==> src/source/stream_pkg.sv <==
// stream buffer shared definitions
// widths and depths of the packet stream buffer, the beat layout
// and the read states of the block RAM fifo

package stream_pkg;

   // payload width of one beat
   localparam int DATA_WIDTH = 32;

   // stored beat carries the payload plus the last-of-packet flag
   localparam int BEAT_WIDTH = DATA_WIDTH + 1;

   // log2 depth of the main block RAM store, 512 lines
   localparam int MAIN_SIZE = 9;

   // log2 depth of the ingress register fifo, 32 entries
   localparam int INGRESS_SIZE = 5;

   // width of the diagnostic space and occupied counts
   localparam int COUNT_WIDTH = 16;

   // one stream beat, data in the upper bits and last in bit 0
   typedef struct packed
   {
      logic [DATA_WIDTH-1:0] data;
      logic                  last;
   } stream_beat_t;

   // read side of the block RAM fifo
   // pre-read fetches the head line so it is presented from the RAM register
   typedef enum logic [1:0]
   {
      RD_EMPTY    = 2'd0,
      RD_PRE_READ = 2'd1,
      RD_READING  = 2'd2
   } read_state_t;

endpackage

==> src/source/packet_gate.sv <==
// packet gate on the output of the main store
// counts complete packets held in the store and opens the path only while
// one is present, so a released packet never stalls for lack of data

module packet_gate
   import stream_pkg::*;
(
   input  logic         clk,
   input  logic         reset,
   input  logic         i_clear,
   input  logic         i_store_write,
   input  logic         i_store_last,
   input  stream_beat_t i_beat,
   input  logic         i_valid,
   output logic         o_ready,
   output stream_beat_t o_beat,
   output logic         o_valid,
   input  logic         i_ready
);

   logic [COUNT_WIDTH-1:0] pkt_count;
   logic                   gate_open;
   logic                   pkt_in;
   logic                   pkt_out;

   // a packet is complete once its last beat is written into the store
   assign pkt_in = i_store_write & i_store_last;

   // and leaves when its last beat is released
   assign pkt_out = o_valid & i_ready & o_beat.last;

   assign gate_open = (pkt_count != '0);

   assign o_beat  = i_beat;
   assign o_valid = i_valid & gate_open;
   assign o_ready = i_ready & gate_open;

   // arrival and departure in the same cycle cancel out
   always_ff @(posedge clk)
   begin
      if (reset || i_clear)
      begin
         pkt_count <= '0;
      end
      else if (pkt_in && !pkt_out)
      begin
         pkt_count <= pkt_count + COUNT_WIDTH'(1);
      end
      else if (pkt_out && !pkt_in)
      begin
         pkt_count <= pkt_count - COUNT_WIDTH'(1);
      end
   end

   // count never wraps below zero
   a_no_underflow : assert property (@(posedge clk) disable iff (reset || i_clear)
      pkt_count == '0 && !pkt_in |=> pkt_count == '0);

endmodule

==> config.mk <==
export PLATFORM = sky130hd
export DESIGN_NAME = packet_gate
export DESIGN_NICKNAME = d
export VERILOG_FILES = /design/src/source/stream_pkg.sv /design/src/source/packet_gate.sv
export SDC_FILE = /design/constraint.sdc
export NUM_CORES = 1
export LEC_CHECK = 0
export BUFFER_PORTS_ARGS = -buffer_cell sky130_fd_sc_hd__buf_4
export CAP_MARGIN = 5
export CORE_UTILIZATION = 35
export CTS_BUF_LIST = sky130_fd_sc_hd__clkbuf_2 sky130_fd_sc_hd__clkbuf_4 sky130_fd_sc_hd__clkbuf_8
export CTS_CLUSTER_SIZE = 14
export DETAILED_ROUTE_END_ITERATION = 16
export HOLD_SLACK_MARGIN = 0.02
export PLACE_DENSITY = 0.6
export SETUP_SLACK_MARGIN = 0.15
export SLEW_MARGIN = 20
export SYNTH_ARGS = -nofsm -noshare
export SYNTH_HDL_FRONTEND = slang
export SYNTH_SLANG_ARGS = --single-unit
export TNS_END_PERCENT = 50
==> constraint.sdc <==
create_clock -name clk -period 7.88 [get_ports clk]
set_input_delay 1.182 -clock clk [delete_from_list [all_inputs] [get_ports clk]]
set_output_delay 1.182 -clock clk [all_outputs]
set_load 0.01 [all_outputs]
==> impl_metrics.json, run 1 <==
{
  "syn_avg_cell_area_um2": 8.15,
  "async_flop_share": 0,
  "critPathArrivalTime_ns": 3.72,
  "hold_violations": 0,
  "num_io_pins": 75,
  "design.core.area_um2": 4820,
  "drv_cap": 0,
  "num_antenna_cells": 0,
  "grt_pass1_wl_um": 6170,
  "cts_tree": "built",
  "skew_ns": 0.000767,
  "slew_headroom": 0.548,
  "via_per_inst": 5.47,
  "pwr_density_cell_nw_per_um2": 169,
  "largest_registers": "pkt_count (16)",
  "crit_type": "input port to register",
  "synthDistinctLibCells": 56,
  "use_met3": 0.0178,
  "critPathMaxFanout": 16,
  "portBuffers": 10,
  "start_util": 0.370,
  "met1_usage": 0.207,
  "min_path_type": "register to register",
  "endpoint_kind": "register",
  "globalplace.congestion": 0.849,
  "required_ns": 8.06,
  "syn2layout_area_growth_pct": -6.45,
  "num-nets-final": 250,
  "gr-max-usage-layer": "met2",
  "ant_nets": 0,
  "grt_max_degree": 33,
  "largest_reg_flops": 16,
  "cts.sinks": 16,
  "min_period_over_period": 0.449,
  "row_count": 25,
  "ctsHoldBuffers": 0,
  "tns_ns": 0,
  "die_w_um": 73.4,
  "final_common_cell": "nand3_1",
  "slew_viol_final": 0,
  "fillerInstances": 521,
  "grt_usage": 0.147,
  "grt_pass1_vias": 1274,
  "syn-cell-area_um2": 1780,
  "routedWlPerCell_um": 14.2,
  "drt-initial-drc-count": 112,
  "synth_top_flop_cell": "dfxtp_1",
  "drive_above_1_share": 0.161,
  "holdWs_ns": 0.504,
  "ir_drop_v": 0.0000807,
  "drt_pass1_iterations": 4,
  "clock_path_buffers": 2,
  "fmax_mhz": 283,
  "layout_common_cells": "18 x nand3_1, 17 x nor2_1, 16 x dfxtp_1, 15 x ha_1, 12 x buf_4",
  "synth_seq_area_share": 0.180,
  "pre_cts_ws_ns": 4.09,
  "setup_viol": 0,
  "top_register": "pkt_count",
  "start_kind": "input port",
  "htree_levels": 1,
  "ys_seq_elements": 16,
  "antenna_found_initial": 0,
  "cts_root_buf": "clkbuf_8",
  "rsz0062_at_grt": "false",
  "grt_remaining_overflow": 0,
  "cts-resized-gates": 0,
  "status": "completed",
  "synth_edf_count": 0,
  "path_clk_slew_ns": 0.07,
  "worst_pin_slew_ns": 0.679,
  "setup_ws_ns": 4.34,
  "die_area_um2": 5390,
  "drt_wl_total_um": 3690,
  "synth_fp_nets": 275,
  "die_h_um": 73.4,
  "clk_latency_ns": 0.26,
  "met2_usage": 0.226,
  "period_needed_ns": 3.54,
  "dp_hpwl_um": 2680,
  "cts_inserted_buffers": 3,
  "leakage_nw": 0.695,
  "post-cts-setup-buffer-count": 0,
  "syn_inst": 219,
  "drc": 0,
  "ys_warn_count": 0,
  "num_vias": 1416
}
==> power by group <==
part | internal (mW) | switching, mW
sequential | 0.0866 | 0.00589
clock | 0.0340 | 0.0312
combinational | 0.0518 | 0.0718
total | 0.172 | 0.109
==> critical path: stages <==
cell,delay [ns]
buf_4,0.07
and2_1,0.13
nand3_1,0.08
ha_1,0.23
inv_1,0.43
ha_1,0.38
nor2b_4,0.15
o31a_4,0.30
o2111ai_4,0.22
nand2_2,0.09
a311o_1,0.36
o211ai_1,0.09
==> Yosys cell counts, drive strengths merged, types with 2 or more instances <==
| cell | count | area, um^2 |
|---|---|---|
| o31ai | 3 | 32.5 |
| o211ai | 3 | 22.5 |
| o31a | 3 | 35.0 |
| nor4 | 5 | 31.3 |
| a32oi | 3 | 26.3 |
| inv | 8 | 30.0 |
| nand3 | 18 | 90.1 |
| ha | 15 | 188 |
| a21o | 10 | 76.3 |
| nand4 | 7 | 43.8 |
| o21ai | 7 | 38.8 |
| nor3 | 5 | 25.0 |
| o21a | 2 | 16.3 |
| nand2 | 9 | 38.8 |
| xnor2 | 2 | 17.5 |
| buf | 34 | 259 |
| nor2 | 17 | 63.8 |
| or4 | 2 | 15.0 |
| clkbuf | 7 | 60.1 |
| or3 | 2 | 13.8 |
| and2 | 5 | 31.3 |
| dfxtp | 16 | 320 |
| and3 | 3 | 21.3 |
| a311o | 2 | 20.0 |
| a211oi | 3 | 27.5 |
| a21oi | 11 | 58.8 |
| xor2 | 2 | 17.5 |
==> final cells by class <==
class | instances | area (um^2) | area share
Multi-Input combinational cell | 153 | 1100 | 0.661
Timing Repair Buffer | 12 | 90.1 | 0.0540
Sequential cell | 16 | 320 | 0.192
Clock buffer | 3 | 41.3 | 0.0247
Tap cell | 67 | 83.8 | 0.0502
Inverter | 8 | 30.0 | 0.0180
==> logic make-up after synthesis <==
family	share of synthesized area
compound gates	0.247
fa+ha+maj	0.116
buf+inv	0.202
flops	0.180
xor+xnor	0.0196
simple gates	0.230
mux	0.00561
==> metrics by stage <==
step	area (um^2)	cells	power, mW	util
floorplan	1780	219	0.210	-
global placement	1630	256	0.215	0.338
detailed placement	1630	256	0.216	0.338
CTS	1670	259	0.284	0.346
global route	1670	259	0.301	0.346
finish	1670	259	0.281	0.346
==> path summary, 6_finish.rpt <==
kind / endpoint / start / slack [ns] / depth (start not counted)
worst min register to register: pkt_count[2] / pkt_count[2] / 0.50 / 2
worst max register to register: pkt_count[15] / pkt_count[5] / 4.39 / 13
worst min-delay path: pkt_count[2] / pkt_count[2] / 0.50 / 2
worst max-delay path: pkt_count[10] / i_ready / 4.34 / 12
==> metal layers <==
| metal | up-vias | routed length, um |
|---|---|---|
| li1 | 721 | - |
| met4 | 0 | 52 |
| met3 | 6 | 174 |
| met5 | - | 0 |
| met2 | 34 | 1660 |
| met1 | 655 | 1810 |
Note: power is estimated with default switching activity, not from simulation.
==> run 2, diff against run 1 <==
==> constraint.sdc (replaced) <==
create_clock -name clk -period 3.4 [get_ports clk]
set_input_delay 0.51 -clock clk [delete_from_list [all_inputs] [get_ports clk]]
set_output_delay 0.51 -clock clk [all_outputs]
set_load 0.01 [all_outputs]
==> impl_metrics.json, run 2 (same netlist as run 1, synthesis figures left out) <==
{
  "dp_hpwl_um": 2950,
  "start_kind": "register",
  "num-nets-final": 262,
  "period_needed_ns": 3.02,
  "final_common_cell": "buf_4",
  "cp_cell_sequence": "nor4_2 > nand4_1 > and2_4 > nand3_2 > ha_4 > clkinvlp_4 > buf_6 > ha_4 > and3_2 > o21ai_1 > a211o_1 > a21oi_4 > mux2i_1 > nand3_1",
  "cp_top_family": "simple AND/OR/NAND/NOR gates",
  "critPathArrivalTime_ns": 3.17,
  "fillerInstances": 499,
  "min_from": "pkt_count[8]",
  "rsz0062_at_grt": "false",
  "htree_levels": 1,
  "via_per_inst": 5.54,
  "slew_headroom": 0.528,
  "syn2layout_area_growth_pct": 7.43,
  "min_period_over_period": 0.889,
  "grt_pass1_wl_um": 6750,
  "die_h_um": 73.4,
  "ir_drop_v": 0.000219,
  "path_clk_slew_ns": 0.07,
  "drc": 0,
  "slowest_delay_ns": 0.38,
  "num_io_pins": 75,
  "regToRegSetupSlack_ns": 0.38,
  "die_w_um": 73.4,
  "cp.depth": 14,
  "cts_root_buf": "clkbuf_8",
  "grt_usage": 0.164,
  "holdPathStages": 2,
  "required_ns": 3.55,
  "start_util": 0.370,
  "routedWlPerCell_um": 15.6,
  "drt_pass1_iterations": 4,
  "clk_latency_ns": 0.26,
  "num_vias": 1506,
  "drt_wl_total_um": 4250,
  "num_antenna_cells": 0,
  "finalInstanceArea_um2": 1920,
  "setup_viol": 0,
  "drv_cap": 0,
  "die_area_um2": 5390,
  "pwr_density_cell_nw_per_um2": 388,
  "largest_registers": "pkt_count (16)",
  "tns_ns": 0,
  "dpl_cell_area_um2": 1690,
  "multiInputGateArea_um2": 1240,
  "min_path_type": "register to register",
  "fin_util": 0.398,
  "crit_type": "register to register",
  "whs_endpoint": "pkt_count[8]",
  "reg2reg_depth": 14,
  "grt_pass1_vias": 1383,
  "leakage_nw": 0.767,
  "endpoint_kind": "register",
  "status": "completed",
  "timing.rr.start": "pkt_count[9]",
  "drive_above_1_share": 0.317,
  "ant_nets": 0,
  "antenna_found_initial": 0,
  "crit_top_cell": "ha_4",
  "seqCellArea_um2": 323,
  "r2r_end": "pkt_count[15]",
  "top_register": "pkt_count",
  "row_count": 25,
  "total_power_mw": 0.744,
  "hold_violations": 0,
  "worst_pin_slew_ns": 0.708,
  "grt_remaining_overflow": 0,
  "layout_common_cells": "22 x buf_4, 16 x nor2_1, 15 x nand3_1, 14 x dfxtp_1, 10 x a21oi_1",
  "design.core.area_um2": 4820,
  "drt-initial-drc-count": 63,
  "cts.sinks": 16,
  "skew_ns": 0.000813,
  "grt_max_degree": 18,
  "clock_path_buffers": 2,
  "portBuffers": 10,
  "fmax_mhz": 331,
  "slew_viol_final": 0,
  "critPathMaxFanout": 6,
  "globalplace.congestion": 0.802,
  "cts_inserted_buffers": 3,
  "largest_reg_flops": 16,
  "cts_tree": "built",
  "critical_path_buf_inv_count": 2,
  "slowest_stage": "a211o_1"
}
[run 2: layout make-up]
class / count / share of cell area
clock buffers: 4 / 0.0287
inverters: 8 / 0.0176
multi-input cells: 153 / 0.647
flip-flops and latches: 16 / 0.168
well taps: 67 / 0.0437
repair buffers: 24 / 0.0946
[run 2: worst max-delay path by stage]
stage	start	to	slack [ns]
2_1_floorplan	pkt_count[15]	pkt_count[10]	0.42
3_3_place_gp	pkt_count[15]	pkt_count[10]	0.14
3_5_place_dp	pkt_count[15]	pkt_count[10]	0.08
4_1_cts	pkt_count[15]	pkt_count[10]	0.18
5_1_grt	pkt_count[0]	pkt_count[15]	0.17
6_report	pkt_count[9]	pkt_count[15]	0.38
[run 2: power by group]
part           internal, mW  switching (mW)  total, mW
clock network         0.103          0.0765      0.180
registers             0.201          0.0171      0.218
logic                 0.161           0.186      0.347
[run 2: repair_timing]
item / 4_1_cts / 5_1_grt
hold buffers: 0 / 0
setup endpoints to repair: 5 / 10
gates resized for setup: 3 / 22
pin swaps: 0 / 10
buffers inserted: 3 / 1
hold endpoints to repair: 0 / 0
[run 2: metrics by stage]
step                      setup slack [ns]  cells  hold slack (ns)
after floorplan                      0.424    219            0.457
final                                0.376    272            0.527
after detailed placement            0.0769    264            0.490
after global routing                 0.171    272            0.555
after global placement               0.137    264            0.477
after CTS                            0.181    271            0.500
[run 2: worst min-delay path, stage by stage, from the launching register on]
cell and delay (ns):
dfxtp_1 0.35, nand2_1 0.08, a21oi_1 0.05
[run 2: layer usage]
layer / wire [um] / vias to the layer above / part of all wire / GRT usage
met5: 0 / - / 0 / 0
met1: 2010 / 709 / 0.47 / 0.220
li1: - / 754 / - / -
met3: 173 / 9 / 0.041 / 0.0357
met2: 2010 / 34 / 0.47 / 0.255
met4: 56 / 0 / 0.013 / 0.0641
==> run 3, diff against run 2 <==
--- a/config.mk
+++ b/config.mk
@@ -5,6 +5,7 @@
 export SDC_FILE = /design/constraint.sdc
 export NUM_CORES = 1
 export LEC_CHECK = 0
+export ABC_AREA = 1
 export BUFFER_PORTS_ARGS = -buffer_cell sky130_fd_sc_hd__buf_4
 export CAP_MARGIN = 5
 export CORE_UTILIZATION = 35
@@ -12,7 +13,8 @@
 export CTS_CLUSTER_SIZE = 14
 export DETAILED_ROUTE_END_ITERATION = 16
 export HOLD_SLACK_MARGIN = 0.02
-export PLACE_DENSITY = 0.6
+export PLACE_DENSITY = 0.59
+export RECOVER_POWER = 100
 export SETUP_SLACK_MARGIN = 0.15
 export SLEW_MARGIN = 20
 export SYNTH_ARGS = -nofsm -noshare
==> impl_metrics.json, run 3 <==
{
  "status": "completed",
  "portBuffers": 10,
  "setup_ws_ns": 0.431,
  "via_per_inst": 4.49,
  "hold_violations": 0,
  "dpl_cell_area_um2": 1820,
  "setup_viol": 0,
  "final_common_cell": "nand2_1",
  "die_w_um": 76.4,
  "antenna_found_initial": 0,
  "min_period_over_period": 0.873,
  "htree_levels": 1,
  "synth_top_cell_by_area": "dfxtp_1",
  "ys_warn_count": 0,
  "dp_hpwl_um": 3040,
  "grt_usage": 0.151,
  "ctsHoldBuffers": 0,
  "synth_common_cells": "85 x nand2_1, 57 x inv_1, 38 x nor2_1",
  "critPathMaxFanout": 14,
  "leakage_nw": 1.12,
  "num_vias": 1645,
  "cts_inserted_buffers": 3,
  "async_flop_share": 0,
  "num-nets-final": 353,
  "layoutNonFillerInstCount": 366,
  "synth_top_flop_cell": "dfxtp_1",
  "slew_headroom": 0.406,
  "row_count": 26,
  "top_register": "pkt_count",
  "critPathArrivalTime_ns": 3.13,
  "synth_fa_ha_area_frac": 0.107,
  "drive_above_1_share": 0.0878,
  "largest_reg_flops": 16,
  "pwr_density_cell_nw_per_um2": 378,
  "syn2layout_area_growth_pct": -5.16,
  "num_io_pins": 75,
  "globalplace.congestion": 0.798,
  "drc": 0,
  "syn_inst": 319,
  "period_needed_ns": 2.97,
  "die_h_um": 76.4,
  "regToRegSetupSlack_ns": 0.43,
  "synth-xor-area-share": 0.0181,
  "crit_type": "register to register",
  "drv_cap": 0,
  "tns_ns": 0,
  "fin_util": 0.353,
  "synth_fp_nets": 375,
  "finalInstanceArea_um2": 1840,
  "total_power_mw": 0.695,
  "synthTopCellsByArea": "dfxtp_1 17%, nand2_1 16%, buf_4 13%",
  "synth.most_common_cell": "nand2_1",
  "endpoint_kind": "register",
  "cp-startpoint": "pkt_count[4]",
  "ant_nets": 0,
  "syn-cell-area_um2": 1940,
  "ys_seq_elements": 16,
  "clock_path_buffers": 2,
  "cts_tree": "built",
  "start_util": 0.372,
  "drt-initial-drc-count": 88,
  "holdWs_ns": 0.506,
  "synth_edf_count": 0,
  "required_ns": 3.56,
  "synth_simple_gate_area_frac": 0.408,
  "dp.cells": 362,
  "post-cts-setup-buffer-count": 0,
  "skew_ns": 0.00780,
  "design.core.area_um2": 5200,
  "layout_common_cells": "88 x nand2_1, 58 x inv_1, 38 x nor2_1, 24 x nand3_1, 16 x dfxtp_1",
  "synth_top_cell_area_share": 0.165,
  "drt_wl_total_um": 3910,
  "grt_pass1_vias": 1540,
  "slew_viol_final": 0,
  "drt_pass1_iterations": 4,
  "cts.sinks": 16,
  "routedWlPerCell_um": 10.7,
  "die_area_um2": 5840,
  "rsz0062_at_grt": "false",
  "synthDistinctLibCells": 29,
  "fmax_mhz": 337,
  "num_antenna_cells": 0,
  "syn_avg_cell_area_um2": 6.08,
  "ir_drop_v": 0.000207,
  "synth.area.mux_share": 0,
  "r2r_end": "pkt_count[13]",
  "synth_top_family_by_area": "simple AND/OR/NAND/NOR gates",
  "grt_remaining_overflow": 0,
  "start_kind": "register",
  "setup.worst_path.end": "pkt_count[13]",
  "cts_root_buf": "clkbuf_8",
  "cts-resized-gates": 0,
  "reg2reg_depth": 15,
  "pre_cts_ws_ns": 0.485,
  "synth_compound_area_frac": 0.0387,
  "grt_pass1_wl_um": 7140,
  "min_path_type": "register to register",
  "path_clk_slew_ns": 0.07,
  "largest_registers": "pkt_count (16)",
  "timing.rr.start": "pkt_count[4]",
  "synth_seq_area_share": 0.165,
  "clk_latency_ns": 0.26,
  "worst_pin_slew_ns": 0.890,
  "grt_max_degree": 29
}
==> run 3: worst min path at each step <==
stage                     slack (ns)      endpoint    startpoint  depth (start not counted)
after floorplan                 0.47  pkt_count[0]  pkt_count[0]                          2
after global routing            0.56  pkt_count[0]  pkt_count[0]                          2
after global placement          0.49  pkt_count[0]  pkt_count[0]                          2
after detailed placement        0.49  pkt_count[0]  pkt_count[0]                          2
after CTS                       0.51  pkt_count[0]  pkt_count[0]                          2
final                           0.51  pkt_count[0]  pkt_count[0]                          2
==> run 3: per-layer routing <==
metal | global-route usage | routed length [um] | vias to the layer above
li1 | - | - | 892
met1 | 0.200 | 2010 | 719
met2 | 0.240 | 1670 | 24
met3 | 0.0240 | 146 | 10
met4 | 0.0635 | 78 | 0
met5 | 0 | 0 | -
==> run 3: logic make-up after synthesis <==
logic type / after synthesis
AOI/OAI and AO/OA: 13
xor gates and xnor gates: 4
adders and majority gates: 16
buffers and inverters: 97
DFF: 16
and+or+nand+nor: 173
==> run 3: worst max-delay path: stages, from the launching register on <==
cell and delay (ns):
dfxtp_1 0.34, nor4_1 0.39, nand4_1 0.20, nand4_1 0.11, ha_1 0.21, inv_1 0.26
ha_1 0.44, or2_4 0.30, nand3b_4 0.08, nand2_1 0.09, nand2_1 0.13, nand2_1 0.07
nand2_1 0.06, nand3_1 0.07, nand2_1 0.10, inv_1 0.04
==> run 3: layout make-up <==
cell class | instances | area (um^2)
flip-flops and latches | 16 | 320
fillers | 601 | 3370
clock buffers | 4 | 55.1
repair buffers | 10 | 67.6
inverters | 60 | 225
well taps | 70 | 87.6
multi-input cells | 206 | 1080
==> run 3: where the power goes <==
group	internal, mW	total (mW)	switching, mW	leakage [nW]
combinational	0.113	0.303	0.190	0.957
clock	0.103	0.182	0.0784	0.0288
sequential	0.199	0.211	0.0117	0.131
